==> config.mk <==
export PLATFORM = sky130hd
export DESIGN_NAME = tilemap_top
export DESIGN_NICKNAME = d
export VERILOG_FILES = /design/src/source/tile_pkg.sv /design/src/source/layer_ctrl_pkg.sv /design/src/source/group_fifo.sv /design/src/source/layer_shifter.sv /design/src/source/tile_fetch.sv /design/src/source/tilemap_top.sv
export SDC_FILE = /design/constraint.sdc
export NUM_CORES = 1
export LEC_CHECK = 0
export BUFFER_PORTS_ARGS = -buffer_cell sky130_fd_sc_hd__clkbuf_2
export CAP_MARGIN = 5
export CORE_MARGIN = 4
export CORE_UTILIZATION = 54
export CTS_CLUSTER_DIAMETER = 80
export CTS_CLUSTER_SIZE = 20
export DETAILED_ROUTE_END_ITERATION = 8
export PLACE_DENSITY = 0.76
export RECOVER_POWER = 50
export SYNTH_ARGS = -nofsm -noshare
export SYNTH_HDL_FRONTEND = slang
export SYNTH_HIERARCHICAL = 1
export SYNTH_SLANG_ARGS = --single-unit
==> constraint.sdc <==
create_clock -name CLK_2H -period 6.38 [get_ports CLK_2H]
set_clock_uncertainty 0.2 [all_clocks]
set_input_delay 0.319 -clock CLK_2H [delete_from_list [all_inputs] [get_ports CLK_2H]]
set_output_delay 0.319 -clock CLK_2H [all_outputs]
set_load 0.02 [all_outputs]
==> src/source/tile_pkg.sv <==
`default_nettype none

//////////////////////////////////////////////////
// Pixel data types shared by fetch, FIFO and shifter
//////////////////////////////////////////////////

package tile_pkg;

	// One bit plane of a 4-pixel group
	typedef logic [3:0] plane_t;

	// Three planes, plane 0 in the low nibble
	typedef logic [11:0] gfx_t;

	// Tile attribute, used as the pixel colour
	typedef logic [7:0] attr_t;

	// Pixel index, bit n taken from plane n
	typedef logic [2:0] pixel_t;

	// Column index within one line
	typedef logic [3:0] col_t;

	// Columns walked per line_start
	localparam int NUM_COLS = 16;

endpackage

`default_nettype wire

==> src/source/layer_ctrl_pkg.sv <==
`default_nettype none

//////////////////////////////////////////////////
// Layer control types
//////////////////////////////////////////////////

package layer_ctrl_pkg;

	// Layer priority, higher wins
	typedef logic [2:0] prio_t;

	// Layer select carried on CPU writes
	typedef logic layer_sel_t;

	// Pixel value that lets the chain through
	localparam tile_pkg::pixel_t TRANSPARENT_PIX = 3'd7;

endpackage

`default_nettype wire

==> src/source/group_fifo.sv <==
`timescale 1ns/1ps
`default_nettype none

module group_fifo
	import tile_pkg::*;
#(
	parameter int FIFO_DEPTH = 4
) (
	input  wire       CLK_2H,
	input  wire       rst,

	input  wire       push,
	input  wire gfx_t push_gfx,
	input  wire attr_t push_attr,
	output logic      full,

	input  wire       pop,
	output logic      empty,
	output gfx_t      pop_gfx,
	output attr_t     pop_attr
);

	localparam int WORD_W = $bits(gfx_t) + $bits(attr_t);
	localparam int PTR_W  = (FIFO_DEPTH > 1) ? $clog2(FIFO_DEPTH) : 1;
	localparam int CNT_W  = $clog2(FIFO_DEPTH + 1);

	logic [WORD_W-1:0] mem [FIFO_DEPTH];
	logic [PTR_W-1:0]  wr_ptr;
	logic [PTR_W-1:0]  rd_ptr;
	logic [CNT_W-1:0]  count;
	logic [CNT_W-1:0]  count_next;
	logic              do_wr;
	logic              do_rd;

	assign do_wr = push && !full;
	assign do_rd = pop && !empty;

	assign count_next = count + CNT_W'(do_wr) - CNT_W'(do_rd);

	// Head word, attribute in the low byte
	assign {pop_gfx, pop_attr} = mem[rd_ptr];

	always_ff @(posedge CLK_2H) begin
		if (do_wr) begin
			mem[wr_ptr] <= {push_gfx, push_attr};
		end
	end

	// Depth is a power of two, pointers wrap naturally
	always_ff @(posedge CLK_2H) begin
		if (rst) begin
			wr_ptr <= '0;
			rd_ptr <= '0;
			count  <= '0;
			full   <= 1'b0;
			empty  <= 1'b1;
		end else begin
			wr_ptr <= wr_ptr + PTR_W'(do_wr);
			rd_ptr <= rd_ptr + PTR_W'(do_rd);
			count  <= count_next;
			full   <= (count_next == CNT_W'(FIFO_DEPTH));
			empty  <= (count_next == '0);
		end
	end

endmodule

`default_nettype wire

==> src/source/layer_shifter.sv <==
`timescale 1ns/1ps
`default_nettype none

module layer_shifter
	import tile_pkg::*;
	import layer_ctrl_pkg::*;
#(
	parameter layer_sel_t LAYER      = 1'b0,
	parameter prio_t      RESET_PRIO = 3'd0
) (
	input  wire             CLK_2H,
	input  wire             rst,

	input  wire             flip,
	input  wire             pixel_en,

	// FIFO read side
	input  wire             empty,
	input  wire gfx_t       pop_gfx,
	input  wire attr_t      pop_attr,
	output logic            pop,

	// CPU priority writes
	input  wire             pri_wr,
	input  wire layer_sel_t pri_layer,
	input  wire prio_t      pri_data,

	// Chain in
	input  wire prio_t      prio_in,
	input  wire attr_t      color_in,
	input  wire pixel_t     pixel_in,
	input  wire             valid_in,

	// Chain out
	output prio_t           prio_out,
	output attr_t           color_out,
	output pixel_t          pixel_out,
	output logic            valid_out
);

	plane_t      plane0_sr;
	plane_t      plane1_sr;
	plane_t      plane2_sr;
	attr_t       attr;
	logic [1:0]  pix_pos;
	logic        stage_valid;
	prio_t       layer_prio;

	logic        advance;
	logic        last_pix;
	pixel_t      stage_pix;
	logic        win;

	//////////////////////////////////////////////////
	// Stage control
	//////////////////////////////////////////////////

	assign advance  = stage_valid && pixel_en;
	assign last_pix = advance && (pix_pos == 2'd3);

	// Refill an empty stage at once, or chain groups on the fourth pixel
	assign pop = !empty && (!stage_valid || last_pix);

	always_ff @(posedge CLK_2H) begin
		if (rst) begin
			stage_valid <= 1'b0;
			pix_pos     <= '0;
		end else if (pop) begin
			stage_valid <= 1'b1;
			pix_pos     <= '0;
		end else if (advance) begin
			pix_pos <= pix_pos + 1'b1;
			if (pix_pos == 2'd3) begin
				stage_valid <= 1'b0;
			end
		end
	end

	// Flip shifts towards bit 0, normal order towards bit 3
	always_ff @(posedge CLK_2H) begin
		if (pop) begin
			plane0_sr <= pop_gfx[3:0];
			plane1_sr <= pop_gfx[7:4];
			plane2_sr <= pop_gfx[11:8];
			attr      <= pop_attr;
		end else if (advance) begin
			if (flip) begin
				plane0_sr <= plane0_sr >> 1;
				plane1_sr <= plane1_sr >> 1;
				plane2_sr <= plane2_sr >> 1;
			end else begin
				plane0_sr <= plane0_sr << 1;
				plane1_sr <= plane1_sr << 1;
				plane2_sr <= plane2_sr << 1;
			end
		end
	end

	assign stage_pix = flip ? {plane2_sr[0], plane1_sr[0], plane0_sr[0]}
	                        : {plane2_sr[3], plane1_sr[3], plane0_sr[3]};

	//////////////////////////////////////////////////
	// Priority and mix
	//////////////////////////////////////////////////

	always_ff @(posedge CLK_2H) begin
		if (rst) begin
			layer_prio <= RESET_PRIO;
		end else if (pri_wr && (pri_layer == LAYER)) begin
			layer_prio <= pri_data;
		end
	end

	// Strict compare, equal priority passes the chain
	assign win = stage_valid && (stage_pix != TRANSPARENT_PIX) && (layer_prio > prio_in);

	assign prio_out  = win ? layer_prio : prio_in;
	assign color_out = win ? attr : color_in;
	assign pixel_out = win ? stage_pix : pixel_in;
	assign valid_out = valid_in && stage_valid;

endmodule

`default_nettype wire

==> src/source/tile_fetch.sv <==
`timescale 1ns/1ps
`default_nettype none

module tile_fetch
	import tile_pkg::*;
	import layer_ctrl_pkg::*;
#(
	parameter layer_sel_t LAYER = 1'b0
) (
	input  wire             CLK_2H,
	input  wire             rst,

	// CPU column writes
	input  wire             map_wr,
	input  wire layer_sel_t map_layer,
	input  wire col_t       map_addr,
	input  wire gfx_t       map_gfx,
	input  wire attr_t      map_attr,

	// CPU scroll writes
	input  wire             scroll_wr,
	input  wire layer_sel_t scroll_layer,
	input  wire col_t       scroll_data,

	input  wire             line_start,

	// FIFO write side
	input  wire             full,
	output logic            push,
	output gfx_t            push_gfx,
	output attr_t           push_attr
);

	typedef enum logic {
		st_idle,
		st_walk
	} fetch_state_t;

	localparam int CNT_W = $clog2(NUM_COLS);

	fetch_state_t     state;
	col_t             scroll_col;
	col_t             fetch_col;
	logic [CNT_W-1:0] walk_cnt;

	gfx_t  gfx_ram [NUM_COLS];
	attr_t attr_ram [NUM_COLS];

	//////////////////////////////////////////////////
	// CPU side
	//////////////////////////////////////////////////

	// Column RAM, plane data stored directly
	always_ff @(posedge CLK_2H) begin
		if (map_wr && (map_layer == LAYER)) begin
			gfx_ram[map_addr]  <= map_gfx;
			attr_ram[map_addr] <= map_attr;
		end
	end

	always_ff @(posedge CLK_2H) begin
		if (rst) begin
			scroll_col <= '0;
		end else if (scroll_wr && (scroll_layer == LAYER)) begin
			scroll_col <= scroll_data;
		end
	end

	//////////////////////////////////////////////////
	// Line walk
	//////////////////////////////////////////////////

	// RAM read every cycle, the word is only taken when push is high
	assign push_gfx  = gfx_ram[fetch_col];
	assign push_attr = attr_ram[fetch_col];
	assign push      = (state == st_walk) && !full;

	always_ff @(posedge CLK_2H) begin
		if (rst) begin
			state     <= st_idle;
			fetch_col <= '0;
			walk_cnt  <= '0;
		end else if (line_start) begin
			// Restart from the scroll column, even mid-walk
			state     <= st_walk;
			fetch_col <= scroll_col;
			walk_cnt  <= '0;
		end else if (push) begin
			// Column wraps on its own at 16
			fetch_col <= fetch_col + 1'b1;
			walk_cnt  <= walk_cnt + 1'b1;
			if (walk_cnt == CNT_W'(NUM_COLS - 1)) begin
				state <= st_idle;
			end
		end
	end

endmodule

`default_nettype wire

==> src/source/tilemap_top.sv <==
`timescale 1ns/1ps
`default_nettype none

module tilemap_top
	import tile_pkg::*;
	import layer_ctrl_pkg::*;
#(
	parameter int FIFO_DEPTH = 4
) (
	input  wire             CLK_2H,
	input  wire             rst,

	input  wire             map_wr,
	input  wire layer_sel_t map_layer,
	input  wire col_t       map_addr,
	input  wire gfx_t       map_gfx,
	input  wire attr_t      map_attr,
	input  wire             scroll_wr,
	input  wire layer_sel_t scroll_layer,
	input  wire col_t       scroll_data,
	input  wire             pri_wr,
	input  wire layer_sel_t pri_layer,
	input  wire prio_t      pri_data,

	input  wire             flip,
	input  wire             line_start,
	input  wire             pixel_en,

	input  wire prio_t      prio_in,
	input  wire attr_t      color_in,
	input  wire pixel_t     pixel_in,
	input  wire             chain_valid,
	output prio_t           prio_out,
	output attr_t           color_out,
	output pixel_t          pixel_out,
	output logic            pix_valid
);

	// Per-layer fetch to FIFO to shifter wires
	logic  push0, push1, full0, full1;
	logic  pop0, pop1, empty0, empty1;
	gfx_t  push_gfx0, push_gfx1, pop_gfx0, pop_gfx1;
	attr_t push_attr0, push_attr1, pop_attr0, pop_attr1;

	// Layer 0 to layer 1 chain
	prio_t  prio_mid;
	attr_t  color_mid;
	pixel_t pixel_mid;
	logic   valid_mid;

	//////////////////////////////////////////////////
	// Layer 0, low end of the chain
	//////////////////////////////////////////////////

	tile_fetch #(.LAYER(1'b0)) fetch0_i (
		.CLK_2H, .rst, .map_wr, .map_layer, .map_addr, .map_gfx, .map_attr,
		.scroll_wr, .scroll_layer, .scroll_data, .line_start,
		.full(full0), .push(push0), .push_gfx(push_gfx0), .push_attr(push_attr0)
	);

	group_fifo #(.FIFO_DEPTH(FIFO_DEPTH)) fifo0_i (
		.CLK_2H, .rst,
		.push(push0), .push_gfx(push_gfx0), .push_attr(push_attr0), .full(full0),
		.pop(pop0), .empty(empty0), .pop_gfx(pop_gfx0), .pop_attr(pop_attr0)
	);

	layer_shifter #(.LAYER(1'b0), .RESET_PRIO(3'd2)) shift0_i (
		.CLK_2H, .rst, .flip, .pixel_en,
		.empty(empty0), .pop_gfx(pop_gfx0), .pop_attr(pop_attr0), .pop(pop0),
		.pri_wr, .pri_layer, .pri_data,
		.prio_in, .color_in, .pixel_in, .valid_in(chain_valid),
		.prio_out(prio_mid), .color_out(color_mid), .pixel_out(pixel_mid),
		.valid_out(valid_mid)
	);

	//////////////////////////////////////////////////
	// Layer 1, drives the top outputs
	//////////////////////////////////////////////////

	tile_fetch #(.LAYER(1'b1)) fetch1_i (
		.CLK_2H, .rst, .map_wr, .map_layer, .map_addr, .map_gfx, .map_attr,
		.scroll_wr, .scroll_layer, .scroll_data, .line_start,
		.full(full1), .push(push1), .push_gfx(push_gfx1), .push_attr(push_attr1)
	);

	group_fifo #(.FIFO_DEPTH(FIFO_DEPTH)) fifo1_i (
		.CLK_2H, .rst,
		.push(push1), .push_gfx(push_gfx1), .push_attr(push_attr1), .full(full1),
		.pop(pop1), .empty(empty1), .pop_gfx(pop_gfx1), .pop_attr(pop_attr1)
	);

	layer_shifter #(.LAYER(1'b1), .RESET_PRIO(3'd3)) shift1_i (
		.CLK_2H, .rst, .flip, .pixel_en,
		.empty(empty1), .pop_gfx(pop_gfx1), .pop_attr(pop_attr1), .pop(pop1),
		.pri_wr, .pri_layer, .pri_data,
		.prio_in(prio_mid), .color_in(color_mid), .pixel_in(pixel_mid),
		.valid_in(valid_mid),
		.prio_out, .color_out, .pixel_out, .valid_out(pix_valid)
	);

endmodule

`default_nettype wire

======== Yosys cells after proc, flatten, opt, wreduce, memory -nomap -nowiden ========
Memory sizes are Yosys's and may differ from the RTL's. A register that Yosys moved wholly into a read port is not among the register bits.
Cells that the tools add are included.
word-level totals
  memories kept ........................... 6
  RAM bits ................................ 800
  word-level logic and storage cells ...... 174
  flip-flop bits (word level) ............. 96
memories
  name               words  width  rd ports  clocked after memory_dff  wr ports  line              RTL
  fetch0_i.gfx_ram   16     12     1         1                         1         tile_fetch.sv:46  gfx_t gfx_ram [NUM_COLS];
  fetch1_i.gfx_ram   16     12     1         1                         1         tile_fetch.sv:46
  fetch0_i.attr_ram  16     8      1         1                         1         tile_fetch.sv:47  attr_t attr_ram [NUM_COLS];
  fetch1_i.attr_ram  16     8      1         1                         1         tile_fetch.sv:47
  fifo0_i.mem        4      20     1         1                         1         group_fifo.sv:27  logic [WORD_W-1:0] mem [FIFO_DEPTH];
  fifo1_i.mem        4      20     1         1                         1         group_fifo.sv:27
cells by class
  multiplexer cells ....................... 60
  bitwise operators ....................... 3
  equality and inequality tests ........... 8
  $lt $le $gt $ge ......................... 2
  reduce and logical (&&, ||, !) cells .... 49
  add/subtract/negate cells ............... 14
operators by type and width
  cell                 number
  $mux 4               30
  $logic_and 1x1->1    24
  $mux 1               20
  $mux 3               6
  $add 4x1->4 const B  4
  $mux 8               2
  $reduce_bool 2->1    8
  $add 2x1->2          4
  $eq 4x4->1 const B   2
  $reduce_and 2->1     4
  $add 3x1->3          2
  $eq 3x3->1 const B   2
  $gt 3x3->1           2
  $logic_not 1->1      6
  $logic_not 3->1      2
  $ne 3x3->1 const B   2
  $reduce_or 2->1      3
  $sub 3x1->3          2
  $add 2x1->2 const B  2
  $eq 2x2->1 const B   2
  $mux 2               2
  $not 1->1            3
  $logic_or 1x1->1     2

======== Depth between registers and ports, before layout ========
  word-level depth ........................ 8
  mapped depth ............................ 14
  depth with buffers taken out ............ 12

======== By module ========
The synthesis kept the hierarchy.
modules (own cells, without submodules)
  module                  sequential area each (µm²)  cells each  times used  area each (µm²)
  tile_fetch at fetch0_i  9949.5                      577         1           12774.8
  tile_fetch at fetch1_i  9949.5                      580         1           12764.7
  group_fifo              2582.5                      144         2           3283.1
  layer_shifter           720.7                       122         2           1445.1

======== Worst setup path after synthesis ========
Ideal clock, no wire load.
  path kind ............................... input port to output port
  start ................................... in prio_in[1]
  end ..................................... out pixel_out[0]
  buffers on the path ..................... 2
  setup slack ............................. 2866 ps
  arrival ................................. 2995 ps
  cell stages on the path ................. 14
  cell sequence ........................... inv_1 ha_1 nand3_1 o211ai_2 nor3_4 buf_6 mux2_4 inv_1 ha_1 nand3_1 o211ai_2 nor3_4 buf_6 a2bb2oi_1
between the ends
  longest elaborated chain between the ends .. 6
ends and longest elaborated chain
  item                   line                  RTL
  start: declaration     tilemap_top.sv:29     input wire prio_t prio_in,
  $gt 3x3->1             layer_shifter.sv:115  assign win = stage_valid && (stage_pix != TRANSPARENT_PIX) && (layer_prio > prio_in);
  $logic_and 1x1->1      layer_shifter.sv:115
  $mux 3 (*)             layer_shifter.sv:117  assign prio_out = win ? layer_prio : prio_in;
  net prio_mid[1]        tilemap_top.sv:46     prio_t prio_mid;
  $gt 3x3->1 (*)         layer_shifter.sv:115
  $logic_and 1x1->1 (*)  layer_shifter.sv:115
  $mux 3 (*)             layer_shifter.sv:119  assign pixel_out = win ? stage_pix : pixel_in;
  end: declaration       tilemap_top.sv:35     output pixel_t pixel_out,
Mark *: on every way through the listed nets, which the timed path passes. The rest lies on a longest branch.

======== Final worst setup path ========
  start ................................... reg shift0_i.layer_prio[1]
  end ..................................... out prio_out[0]
between the ends
  longest elaborated chain between the ends .. 6
ends and longest elaborated chain
  item                      line                  RTL
  start: declaration        layer_shifter.sv:47   prio_t layer_prio;
  start signal: assignment  layer_shifter.sv:110  layer_prio <= pri_data;
  $gt 3x3->1                layer_shifter.sv:115
  $logic_and 1x1->1         layer_shifter.sv:115
  $mux 3                    layer_shifter.sv:117
  net prio_mid[2]           tilemap_top.sv:46
  $gt 3x3->1                layer_shifter.sv:115
  $logic_and 1x1->1         layer_shifter.sv:115
  $mux 3                    layer_shifter.sv:117
  end: declaration          tilemap_top.sv:33     output prio_t prio_out,
The timed path passes the listed nets, and every way through them passes these cells.

==> results.yml <==
grt:
  grtUsageTotal_pct: 20.15
  grt_overflow: 0
  grt_max_degree: 57
  grt_pass1_vias: 16670
  grt_pass1_wl_um: 105800
  antenna_found_initial: 9
clock_network:
  clock_latency_ns: 0.63
  cts_root_buf: "clkbuf_16"
  clk_pin_slew_ns: 0.08
  htree_levels: 2
  ctsLongestPathBuffers: 3
  cts.sinks: 904
  cts_buffers: 51
  cts_setup_buffers: 0
  cts_tree: "built"
pwr:
  powerDensity_nw_per_um2: 308.0
  irDropWorstVdd_mv: 0.2099
  p_leak_nw: 11.97
run:
  cap_viol_max_count: 19
drt:
  antenna_left: 0
  viasPerCell: 6.135
  drt-wirelength-per-cell_um: 25.80
  vias: 16540
  dr.pass1.iters: 5
  drcViolationCount: 0
  dr.first_iter.drc_count: 1784
  wirelength_um: 69540
logic_synthesis:
  async_flop_share_pct: 0
  ys_seq_area_share_pct: 75.74
  synth_top_area_share_pct: 72.08
  yosysWarnings: 6
  synth.top_cells.by_area: "edfxtp_1, mux4_2, dfxtp_1, mux4_1, a22oi_1"
  synthesis.nets: 1764
  synth_cell_type_count: 48
  yosys.area.top_type: "edfxtp_1"
  syn-mean-instance-area_um2: 20.72
  synth.cell_area_um2: 35000
  synthFlopType: "edfxtp_1"
  ys_ff_latch: 904
  synth-edff-count: 840
  synthCells: 1689
run_status:
  violations: "capacitance limit, slew limit"
  outcome: "finished, violations left"
sta:
  fin_tns_setup_ns: 0
  tightest_slew_ns: 1.703
  relSlewSlack_pct: -13.54
  max_clock_freq_mhz: 204.0
  hold_violations: 0
  rsz0062_at_grt: "false"
  finalCritPeriodShare_pct: 76.85
  setup_viol: 0
  setup_ws_ns: 1.477
  final.min_clock_period_ns: 4.903
  final_max_slew_viol_count: 536
placement:
  post-place-ws_ns: 1.725
  hpwl_um: 40900
  place.gp.congestion: 0.8073
  portBuffers: 71
critical_path:
  crit_path_end_kind: "output pin"
  crit_family: "simple AND/OR/NAND/NOR gates"
  crit_cells: 12
  worst_r2r_path_depth: 4
  critPathMaxStageDelay_ns: 0.68
  r2r-end: "fifo1_i/mem[3][8]"
  rrSetupSlack_ns: 3.17
  setup.worst_path.start_class: "register"
  worstPathArrival_ns: 4.38
  cp-startpoint: "shift0_i/layer_prio[1]"
  cp_num_buf_inv: 2
  cp_max_fo: 13
  crit_slowest_cell: "nor3_4"
  worstSetupEndpoint: "prio_out[0]"
  path_cells: "ha_1 -> nand3_1 -> o211ai_2 -> nor3_4 -> mux2_1 -> inv_1 -> ha_1 -> nand3_1 -> o211ai_2 -> nor3_4 -> mux2_1 -> clkbuf_2"
  crit_type: "register to output pin"
  worstPathRequired_ns: 5.86
hold_path:
  min_path_type: "primary input to register"
layout:
  fillers: 4425
  drive_gt1_share_pct: 20.63
  synthToLayoutAreaGrowth_pct: 8.924
  fin_util_pct: 59.24
  final_nets: 1891
die:
  fp.dieArea_um2: 68950
  rows: 93
  num_io_pins: 72
  fp.coreArea_um2: 64350
  die_h_um: 262.6
  start_util_pct: 54.39
  die_w_um: 262.6
[layout make-up]
type / count / area [um^2] / area share, %
clock buffers: 68 / 1361 / 3.571
clock inverters: 6 / 87.58 / 0.2298
well taps: 855 / 1070 / 2.806
diodes: 3 / 7.507 / 0.01969
inverters: 18 / 67.56 / 0.1772
flip-flops and latches: 904 / 26520 / 69.57
repair buffers: 149 / 918.4 / 2.409
multi-input cells: 692 / 8087 / 21.21
[through the flow]
stage	hold WS (ns)	cells	total power [mW]	area (um^2)
2_1_floorplan	0.1881	1689	8.095	35000
3_3_place_gp	0.2571	2594	8.490	36510
3_5_place_dp	0.2593	2594	8.563	36510
4_1_cts	0.04740	2692	11.83	38190
5_1_grt	0.08732	2692	12.20	38110
6_report	0.07011	2695	11.74	38120
[how the worst min path moves through the flow]
stage | cells past startpoint | end | from | slack (ns)
global placement | 2 | fetch1_i/scroll_col[3] | fetch1_i/scroll_col[3] | 0.26
global route | 3 | fetch0_i/scroll_col[0] | rst | 0.09
CTS | 3 | fetch0_i/scroll_col[0] | rst | 0.05
finish | 3 | fifo0_i/rd_ptr[0] | rst | 0.07
floorplan | 1 | shift0_i/stage_valid | rst | 0.19
detailed placement | 2 | fetch1_i/scroll_col[2] | fetch1_i/scroll_col[2] | 0.26
[registers in the layout, indices dropped and copies added (netlist names), 3 cells and up, named ones only]
name / cells
fetch0_i/walk_cnt: 4
fetch1_i/fetch_col: 4
fetch1_i/scroll_col: 4
fetch0_i/fetch_col: 4
shift1_i/plane1_sr: 4
shift1_i/plane2_sr: 4
shift0_i/attr: 8
shift1_i/plane0_sr: 4
shift1_i/layer_prio: 3
fetch1_i/gfx_ram: 192
fetch0_i/scroll_col: 4
shift0_i/layer_prio: 3
fifo0_i/mem: 80
shift1_i/attr: 8
fifo1_i/count: 3
fetch1_i/walk_cnt: 4
shift0_i/plane2_sr: 4
shift0_i/plane1_sr: 4
shift0_i/plane0_sr: 4
fetch1_i/attr_ram: 128
fetch0_i/gfx_ram: 192
fifo1_i/mem: 80
fetch0_i/attr_ram: 128
fifo0_i/count: 3
[per-layer routing]
layer	GRT usage, %	vias to the layer above	routed length (um)
li1	-	7167	-
met1	29.63	8572	28740
met2	31.69	676	33110
met3	4.063	110	5953
met4	5.123	10	1653
met5	0	-	71
[timing repair]
| item | in CTS | in global routing |
|---|---|---|
| hold buffers | 24 | 0 |
| resized for setup | 0 | 0 |
| endpoints found under the hold margin | 26 | 0 |
[synth_stat cells (all sizes together) (16+ instances only)]
cell,number
nand2,97
inv,16
mux2i,29
buf,37
ha,16
o21ai,28
nor2,57
mux4,200
mux2,22
nor3,24
a22oi,80
edfxtp,840
clkbuf,38
dfxtp,64
[logic make-up after synthesis]
family                     count (synthesis)  synth area share, %
adders and majority gates                 18               0.6864
buffers and inverters                     93                1.505
muxes                                    251                14.99
DFF                                      904                75.74
AOI/OAI and AO/OA                        147                3.000
and+or+nand+nor                          254                3.532
xor gates and xnor gates                  22               0.5506
[worst reg2reg max path: stages (launching register included)]
cell     delay (ns)
dfxtp_4        0.88
buf_4          0.56
mux4_1         0.63
a22oi_1        0.45
nand2_1        0.20
[cells in the final DEF (no fill, tap or decap), drive strengths merged, types with 3 or more instances in the layout]
cell         instances
a211o                3
a211oi               8
a21oi               14
a22oi               80
a2bb2oi              6
a311oi               4
and2                 4
and3                 4
buf                 40
clkbuf             153
clkinv               4
dfxtp               64
diode                3
dlygate4sd3         24
edfxtp             840
ha                  16
inv                 18
mux2                22
mux2i               29
mux4               200
nand2               97
nand2b              15
nand3               13
nand3b               8
nand4b               5
nor2                57
nor2b               15
nor3                24
nor3b                3
o21ai               28
or3                  5
xnor2               14
xor2                 8
[power breakdown]
group | internal, mW | total (mW) | switching [mW] | leakage [nW]
registers | 6.87 | 7.07 | 0.195 | 8.14
clock network | 1.56 | 3.31 | 1.75 | 0.706
logic | 0.573 | 1.36 | 0.789 | 3.13
No activity file was read; power rests on OpenSTA's default activity.
